--- src/ntps_pkg.sv ---
// Shared constants for the NTP server interface core.
// Holds bus widths, the per-path register map and the idle XGMII pattern.

package ntps_pkg;

  // --------------------------------------------------
  // Sizes
  // --------------------------------------------------
  localparam int NUM_PATHS     = 3;

  localparam int AXI_DATA_W    = 32;
  localparam int AXI_ADDR_W    = 9;
  localparam int AXI_STRB_W    = AXI_DATA_W / 8;
  localparam int AXI_RESP_W    = 2;

  localparam int NTP_TIME_W    = 64;
  localparam int XPHY_STATUS_W = 5;

  localparam int XGMII_DATA_W  = 64;
  localparam int XGMII_CTRL_W  = 8;

  // --------------------------------------------------
  // Network path register map
  // --------------------------------------------------
  localparam logic [AXI_ADDR_W-1:0] REG_GEN_CONFIG   = 9'h000;
  localparam logic [AXI_ADDR_W-1:0] REG_STATUS       = 9'h004;
  localparam logic [AXI_ADDR_W-1:0] REG_CORE_VERSION = 9'h008;

  // Version word, ASCII "np01"
  localparam logic [AXI_DATA_W-1:0] CORE_VERSION     = 32'h6e70_3031;

  // Sync flag position in the status word, PHY status sits in the low bits
  localparam int STATUS_SYNC_BIT = 8;

  // Config bit 24 of path 0 picks the time source
  localparam int CLOCK_SELECT_BIT = 24;

  // --------------------------------------------------
  // AXI responses
  // --------------------------------------------------
  localparam logic [AXI_RESP_W-1:0] RESP_OKAY   = 2'b00;
  localparam logic [AXI_RESP_W-1:0] RESP_SLVERR = 2'b10;

  // --------------------------------------------------
  // XGMII idle
  // --------------------------------------------------
  localparam logic [XGMII_DATA_W-1:0] XGMII_IDLE_DATA = 64'h0707_0707_0707_0707;
  localparam logic [XGMII_CTRL_W-1:0] XGMII_IDLE_CTRL = 8'hff;

endpackage

--- src/network_path_regs.sv ---
// AXI-lite register slave for one network path.
// Holds the general config word and reports PHY status and the shared sync flag.

`timescale 1ns/1ns

module network_path_regs
  import ntps_pkg::*;
(
  input  logic                     clk156,
  input  logic                     arst_n,

  // Write address and data
  input  logic [AXI_ADDR_W-1:0]    awaddr,
  input  logic                     awvalid,
  output logic                     awready,
  input  logic [AXI_DATA_W-1:0]    wdata,
  input  logic [AXI_STRB_W-1:0]    wstrb,
  input  logic                     wvalid,
  output logic                     wready,

  // Write response
  output logic [AXI_RESP_W-1:0]    bresp,
  output logic                     bvalid,
  input  logic                     bready,

  // Read address and data
  input  logic [AXI_ADDR_W-1:0]    araddr,
  input  logic                     arvalid,
  output logic                     arready,
  output logic [AXI_DATA_W-1:0]    rdata,
  output logic [AXI_RESP_W-1:0]    rresp,
  output logic                     rvalid,
  input  logic                     rready,

  // Path status and config
  input  logic [XPHY_STATUS_W-1:0] xphy_status,
  input  logic                     ntp_sync_ok,
  output logic [AXI_DATA_W-1:0]    gen_config
);

  logic                  wr_hit_config;
  logic [AXI_DATA_W-1:0] status_word;
  logic [AXI_DATA_W-1:0] rd_mux_data;
  logic [AXI_RESP_W-1:0] rd_mux_resp;

  // --------------------------------------------------
  // Write channel
  // --------------------------------------------------
  assign wr_hit_config = (awaddr == REG_GEN_CONFIG);

  // Address and data ready each pulse for one cycle, both on the same edge
  always_ff @(posedge clk156 or negedge arst_n) begin
    if (!arst_n) begin
      awready <= 1'b0;
      wready  <= 1'b0;
      bvalid  <= 1'b0;
    end else begin
      awready <= 1'b0;
      if (awvalid && wvalid && !awready && !bvalid) begin
        awready <= 1'b1;
      end

      wready <= 1'b0;
      if (awvalid && wvalid && !wready && !bvalid) begin
        wready <= 1'b1;
      end

      // Transfer completes on the edge that ends the ready pulse
      if (awready) begin
        bvalid <= 1'b1;
      end else if (bvalid && bready) begin
        bvalid <= 1'b0;
      end
    end
  end

  always_ff @(posedge clk156) begin
    if (awready) begin
      bresp <= wr_hit_config ? RESP_OKAY : RESP_SLVERR;
    end
  end

  // Config word, byte enables from wstrb
  always_ff @(posedge clk156 or negedge arst_n) begin
    if (!arst_n) begin
      gen_config <= '0;
    end else if (awready && wr_hit_config) begin
      for (int i = 0; i < AXI_STRB_W; i++) begin
        if (wstrb[i]) begin
          gen_config[8*i +: 8] <= wdata[8*i +: 8];
        end
      end
    end
  end

  // --------------------------------------------------
  // Read channel
  // --------------------------------------------------
  always_comb begin
    status_word                       = '0;
    status_word[STATUS_SYNC_BIT]      = ntp_sync_ok;
    status_word[XPHY_STATUS_W-1:0]    = xphy_status;
  end

  always_comb begin
    rd_mux_resp = RESP_OKAY;
    case (araddr)
      REG_GEN_CONFIG:   rd_mux_data = gen_config;
      REG_STATUS:       rd_mux_data = status_word;
      REG_CORE_VERSION: rd_mux_data = CORE_VERSION;
      default: begin
        rd_mux_data = '0;
        rd_mux_resp = RESP_SLVERR;
      end
    endcase
  end

  always_ff @(posedge clk156 or negedge arst_n) begin
    if (!arst_n) begin
      arready <= 1'b0;
      rvalid  <= 1'b0;
    end else begin
      arready <= 1'b0;
      if (arvalid && !arready && !rvalid) begin
        arready <= 1'b1;
      end

      if (arready) begin
        rvalid <= 1'b1;
      end else if (rvalid && rready) begin
        rvalid <= 1'b0;
      end
    end
  end

  // Read data captured while the address is still held
  always_ff @(posedge clk156) begin
    if (arready) begin
      rdata <= rd_mux_data;
      rresp <= rd_mux_resp;
    end
  end

endmodule

--- src/ntp_clock_select.sv ---
// Common NTP clock select.
// Registers time and sync flag from source A or B, picked by the select input.

`timescale 1ns/1ns

module ntp_clock_select
  import ntps_pkg::*;
(
  input  logic                  clk156,
  input  logic                  arst_n,

  // High picks source B
  input  logic                  select,

  input  logic [NTP_TIME_W-1:0] ntp_time_a,
  input  logic                  ntp_time_upd_a,
  input  logic                  ntp_sync_ok_a,

  input  logic [NTP_TIME_W-1:0] ntp_time_b,
  input  logic                  ntp_time_upd_b,
  input  logic                  ntp_sync_ok_b,

  output logic [NTP_TIME_W-1:0] ntp_time,
  output logic                  ntp_sync_ok
);

  logic [NTP_TIME_W-1:0] sel_time;
  logic                  sel_upd;
  logic                  sel_sync_ok;

  // --------------------------------------------------
  // Source mux
  // --------------------------------------------------
  always_comb begin
    if (select) begin
      sel_time    = ntp_time_b;
      sel_upd     = ntp_time_upd_b;
      sel_sync_ok = ntp_sync_ok_b;
    end else begin
      sel_time    = ntp_time_a;
      sel_upd     = ntp_time_upd_a;
      sel_sync_ok = ntp_sync_ok_a;
    end
  end

  // Time only loads on the chosen strobe, so it never mixes sources
  always_ff @(posedge clk156 or negedge arst_n) begin
    if (!arst_n) begin
      ntp_time    <= '0;
      ntp_sync_ok <= 1'b0;
    end else begin
      if (sel_upd) begin
        ntp_time <= sel_time;
      end
      ntp_sync_ok <= sel_sync_ok;
    end
  end

endmodule

--- src/ntps_interfaces.sv ---
// Top of the NTP server interface core.
// One AXI-lite register slave per network path, the shared clock select
// and idle XGMII transmit lanes.

`timescale 1ns/1ns

module ntps_interfaces
  import ntps_pkg::*;
(
  input  logic                              clk156,
  input  logic                              arst_n,

  // Per-path AXI-lite, slot p belongs to path p
  input  logic [NUM_PATHS*AXI_ADDR_W-1:0]    awaddr,
  input  logic [NUM_PATHS-1:0]               awvalid,
  output logic [NUM_PATHS-1:0]               awready,
  input  logic [NUM_PATHS*AXI_DATA_W-1:0]    wdata,
  input  logic [NUM_PATHS*AXI_STRB_W-1:0]    wstrb,
  input  logic [NUM_PATHS-1:0]               wvalid,
  output logic [NUM_PATHS-1:0]               wready,
  output logic [NUM_PATHS*AXI_RESP_W-1:0]    bresp,
  output logic [NUM_PATHS-1:0]               bvalid,
  input  logic [NUM_PATHS-1:0]               bready,
  input  logic [NUM_PATHS*AXI_ADDR_W-1:0]    araddr,
  input  logic [NUM_PATHS-1:0]               arvalid,
  output logic [NUM_PATHS-1:0]               arready,
  output logic [NUM_PATHS*AXI_DATA_W-1:0]    rdata,
  output logic [NUM_PATHS*AXI_RESP_W-1:0]    rresp,
  output logic [NUM_PATHS-1:0]               rvalid,
  input  logic [NUM_PATHS-1:0]               rready,

  // Path status and config
  input  logic [NUM_PATHS*XPHY_STATUS_W-1:0] xphy_status,
  output logic [NUM_PATHS*AXI_DATA_W-1:0]    gen_config,

  // Time sources
  input  logic [NTP_TIME_W-1:0]              ntp_time_a,
  input  logic                               ntp_time_upd_a,
  input  logic                               ntp_sync_ok_a,
  input  logic [NTP_TIME_W-1:0]              ntp_time_b,
  input  logic                               ntp_time_upd_b,
  input  logic                               ntp_sync_ok_b,

  // Selected time
  output logic [NTP_TIME_W-1:0]              ntp_time,
  output logic                               ntp_sync_ok,

  // 10G transmit lanes
  output logic [NUM_PATHS*XGMII_DATA_W-1:0]  xgmii_txd,
  output logic [NUM_PATHS*XGMII_CTRL_W-1:0]  xgmii_txc
);

  // --------------------------------------------------
  // Clock select, driven by path 0 config
  // --------------------------------------------------
  ntp_clock_select ntp_clock_select_i (
    .clk156         (clk156),
    .arst_n         (arst_n),
    .select         (gen_config[CLOCK_SELECT_BIT]),
    .ntp_time_a     (ntp_time_a),
    .ntp_time_upd_a (ntp_time_upd_a),
    .ntp_sync_ok_a  (ntp_sync_ok_a),
    .ntp_time_b     (ntp_time_b),
    .ntp_time_upd_b (ntp_time_upd_b),
    .ntp_sync_ok_b  (ntp_sync_ok_b),
    .ntp_time       (ntp_time),
    .ntp_sync_ok    (ntp_sync_ok)
  );

  // --------------------------------------------------
  // Network paths
  // --------------------------------------------------
  for (genvar p = 0; p < NUM_PATHS; p++) begin : gen_path
    network_path_regs network_path_regs_i (
      .clk156      (clk156),
      .arst_n      (arst_n),
      .awaddr      (awaddr     [p*AXI_ADDR_W    +: AXI_ADDR_W]),
      .awvalid     (awvalid    [p]),
      .awready     (awready    [p]),
      .wdata       (wdata      [p*AXI_DATA_W    +: AXI_DATA_W]),
      .wstrb       (wstrb      [p*AXI_STRB_W    +: AXI_STRB_W]),
      .wvalid      (wvalid     [p]),
      .wready      (wready     [p]),
      .bresp       (bresp      [p*AXI_RESP_W    +: AXI_RESP_W]),
      .bvalid      (bvalid     [p]),
      .bready      (bready     [p]),
      .araddr      (araddr     [p*AXI_ADDR_W    +: AXI_ADDR_W]),
      .arvalid     (arvalid    [p]),
      .arready     (arready    [p]),
      .rdata       (rdata      [p*AXI_DATA_W    +: AXI_DATA_W]),
      .rresp       (rresp      [p*AXI_RESP_W    +: AXI_RESP_W]),
      .rvalid      (rvalid     [p]),
      .rready      (rready     [p]),
      .xphy_status (xphy_status[p*XPHY_STATUS_W +: XPHY_STATUS_W]),
      .ntp_sync_ok (ntp_sync_ok),
      .gen_config  (gen_config [p*AXI_DATA_W    +: AXI_DATA_W])
    );

    // No engines here, lanes send idle
    assign xgmii_txd[p*XGMII_DATA_W +: XGMII_DATA_W] = XGMII_IDLE_DATA;
    assign xgmii_txc[p*XGMII_CTRL_W +: XGMII_CTRL_W] = XGMII_IDLE_CTRL;
  end

endmodule

--- config.mk ---
export PLATFORM = sky130hd
export DESIGN_NAME = ntps_interfaces
export DESIGN_NICKNAME = d
export VERILOG_FILES = /design/src/ntps_pkg.sv /design/src/network_path_regs.sv /design/src/ntp_clock_select.sv /design/src/ntps_interfaces.sv
export SDC_FILE = /design/constraint.sdc
export NUM_CORES = 1
export LEC_CHECK = 0
export BUFFER_PORTS_ARGS = -buffer_cell sky130_fd_sc_hd__buf_2
export CAP_MARGIN = 20
export CORE_AREA = 2 2 324 326
export DETAILED_ROUTE_END_ITERATION = 7
export DIE_AREA = 0 0 326 328
export PLACE_DENSITY = 0.33
export SKIP_CTS_REPAIR_TIMING = 1
export SLEW_MARGIN = 20
export SYNTH_ARGS = -nofsm -noshare
export SYNTH_HDL_FRONTEND = slang
export SYNTH_SLANG_ARGS = --single-unit
--- constraint.sdc ---
create_clock -name clk156 -period 4.6 [get_ports clk156]
set_input_delay 0.92 -clock clk156 [delete_from_list [all_inputs] [get_ports clk156]]
set_output_delay 0.92 -clock clk156 [all_outputs]
set_load 0.01 [all_outputs]
==> reports/summary.md <==
The flow ran to the end, and the final reports show no timing, DRC or antenna violations. The count of flip-flops with a built-in enable after synthesis is 102. The tool flagged a number of max-cap violations equal to 0. The first-pass detailed-route iteration total came out at 4. The finished layout cell area is 18100 µm², and the final routed wire length divided by cell count is 15.7 µm. The post-synthesis to final-layout area growth was 38.0%; the port buffer count was 603.

The endpoint of the worst register-to-register path is ntp_clock_select_i.ntp_time[9]$_DFFE_PN0P_. After clock tree synthesis, the clock-pin slew on the worst setup and hold paths is 50 ps. Summing over every cut layer, the via total after detailed routing is 9436. The synthesized netlist devotes 4.62% of its cell area to compound gates. The total overflow left after global routing is 0. The count of nets left with antenna violations once routing finished came out at 0. The actual transition at the worst max-transition pin came out at 932 ps. Summed over all layers, the routed wires come to 48000 µm.

Derived from the worst setup path, the maximum achievable clock frequency is 386 MHz. In the final layout, flip-flops and latches occupy 7470 µm². The clock passes through at most 3 buffers. The final hold violation count is 0, and the area of combinational cells with multiple inputs is 4560 µm². The post-synthesis share of cell area spent on and, or, nand and nor gates works out to 9.35%. The cell taking the most area after synthesis is dfrtp_1. Of the total synthesized cell area, the portion taken by full adders, half adders and majority gates is 0%. The y dimension of the die was 328 µm. The max-slew violation count was 0; the width of the die was 326 µm.

The number of synthesized register bits works out to 278. In the final layout, the registers with the most flip-flops are gen_path.network_path_regs_i.gen_config x96, gen_path.network_path_regs_i.rdata x96, ntp_clock_select_i.ntp_time x64. The average instance in the mapped netlist occupies 12.5 µm². The xor and xnor area share after synthesis works out to 0%.

The most used standard cell by instance count after synthesis was buf_4. Counting the buffers created by CTS gives 38. The worst setup path is captured at a primary output. The min-delay analysis places its worst path in the category register to register. Once placement finished, the instance area stood at 16900 µm².

Critical path start-end classification: register to primary output. The largest driver fanout on the critical path is 36, and the sum of negative setup slack is 0 ps. The final estimated routing congestion in global placement was 0.830; the final setup skew was 17.7 ps. At the worst endpoint, the required time is 3680 ps.

The worst hold path begins at gen_path[1].network_path_regs_i.wready$_DFF_PN0_. Summing every instance area after synthesis gives 13100 µm². The first global-routing pass estimated 66000 µm of wire. Global routing used 8.48% of the available tracks across all layers. The number of warnings reported in the yosys synthesis log is 0, and the detail-routed via count per cell is 3.09. The cell count of the worst reg-to-reg path was 3.

Detailed placement ended at an HPWL of 37500 µm. The count of placed standard cells in the final layout, fillers left out was 3058; the initial antenna violation count was 7. Setup violations remaining at the end of the flow were counted as 0. VDD sags by at most 0.191 mV.

The I/O pin count was 826. The run gives 9435 as the via count of the first global-routing pass. The worst hold endpoint is gen_path[1].network_path_regs_i.wready$_DFF_PN0_. For the worst hold slack, the log shows 422 ps. At the worst endpoint, the arrival time is 1670 ps.

The run gives 2340 ps as the slack of the worst reg-to-reg path. Dividing the final minimum period by the clock period gives 56.4%. Setup repair after global routing left no endpoint under its margin. Entering global routing, the biggest net connects 129 pins.

Among all flip-flop cells after synthesis, the most frequent one is dfrtp_1. The layout has 11500 filler cells. For the floorplan die area, the log shows 107000 µm². Cells fill 17.6% of the core in the end.

Count of cells along the worst hold path: 1. Clock tree synthesis selected as its root buffer the cell clkbuf_16. After detailed routing, the number of remaining DRC violations is 0. Measured against the total synthesized area, the mux share comes to 14.2%.

TritonCTS built the clock tree. In the synthesized netlist, the cells that appear most often are buf_4, dfrtp_1, edfxtp_1, mux2_2, mux2i_1. Counting I/O delays and the setup requirement, the final critical path takes 2590 ps. The H-tree was split into 2 levels. In this run the critical register-to-register path is launched from gen_path[0].network_path_regs_i.gen_config[24]$_DFFE_PN0P_.

STA classifies the critical path startpoint as a register. Post-synthesis async set-or-reset flop share: 63.3%. For the final layout net count, the log shows 1971. For this block, the initial DRC count from the detailed router was 288. After synthesis, the largest family of logic cells by area is buffers and inverters.

Counting tap cells, the placed design contains a total of 2985 instances. Ranked by total cell area, the synthesized netlist is headed by dfrtp_1, edfxtp_1, buf_4, mux2_2, mux2i_1. In the final layout, the share of cells above drive strength 1 is 47.8%. The run gives 35 as the distinct cell type count after synthesis.

The sequential-to-total area share from yosys stat was 56.8%; the clock net sink count was 278. In this run the biggest area consumer among cell types represents 33.5% of the synthesized area. In this run the static leakage power is 0.00884 µW.

The initial utilization of the core area, before any placement, comes to 12.7%. Dividing total power by cell area gives a power density of 360 nW/µm². In this run the tightest slew margin relative to its limit is 37.9%. The floorplan has 118 rows.

The source-to-sink clock delay at the later pin of the worst-skew pair is 570 ps. The region available for standard cell placement spans 103000 µm². Synthesis handed over a netlist of 1050 instances.
-- layer usage --
metal	vias to the layer above	share of wire [%]	track usage (%)
met5	-	0.081	0
met4	6	2.8	2.73
met3	72	9.2	3.32
met2	526	50	14.9
met1	4459	38	9.31
li1	4373	-	-
-- cell usage in the layout, fill, tap and decap left out, types with 4 or more instances in the layout --
cell type,instances
or4_4,4
a21o_1,9
o21ai_0,64
inv_1,6
clkbuf_1,8
edfxtp_1,102
a211oi_1,4
clkinv_2,6
buf_4,7
nor2_1,36
mux2_2,97
nand2b_1,4
and2_1,45
clkinv_1,4
nand4_2,12
clkbuf_8,7
nand2_1,66
o21a_1,22
mux2i_1,76
nor3_1,15
clkbuf_16,39
conb_1,222
dfrtp_1,174
buf_2,602
-- worst max-delay path: stages (launching register included) --
cell and delay (ps):
dfrtp_2 330, buf_4 520, buf_2 250
-- worst max-delay path by stage --
stage,to,start,slack [ps]
2_1_floorplan,gen_path[0].network_path_regs_i.rresp[1]$_DFFE_PP_,araddr[4],2280
3_3_place_gp,gen_path[0].network_path_regs_i.gen_config[13]$_DFFE_PN0P_,awaddr[2],1610
3_5_place_dp,gen_path[0].network_path_regs_i.gen_config[15]$_DFFE_PN0P_,awaddr[2],1580
4_1_cts,arready[0],gen_path[0].network_path_regs_i.arready$_DFF_PN0_,1860
5_1_grt,arready[0],gen_path[0].network_path_regs_i.arready$_DFF_PN0_,1860
6_report,arready[0],gen_path[0].network_path_regs_i.arready$_DFF_PN0_,2010
-- layout make-up --
type / count / share of cell area, %
multi-input combinational: 709 / 25.1
tap: 1380 / 9.52
timing repair buffer: 612 / 17.1
antenna: 3 / 0.0414
clock buffer: 53 / 6.00
clock inverter: 17 / 0.869
inverter: 6 / 0.124
sequential: 278 / 41.2
-- report_power, final --
group          internal (µW)  switching (µW)  leakage (µW)
Sequential              2750            64.1       0.00329
Combinational            262             484       0.00493
Clock                   1770            1190      0.000610
Total                   4780            1740       0.00884
-- logic make-up (layout without fill, tap and decap cells) --
| family | count (synthesis) | after routing |
|---|---|---|
| flip-flops | 278 | 278 |
| multiplexers | 174 | 174 |
| AO/OA/AOI/OAI | 103 | 103 |
| other | 2 | 225 |
| buffers and inverters | 283 | 688 |
| AND/OR/NAND/NOR | 210 | 210 |
-- through the flow --
step	setup slack [ps]	power, µW
after floorplan	2280	3330
after global placement	1610	3630
after detailed placement	1580	3630
after CTS	1860	6720
after global routing	1860	6880
final	2010	6520
Power figures use the tool's default switching activity.
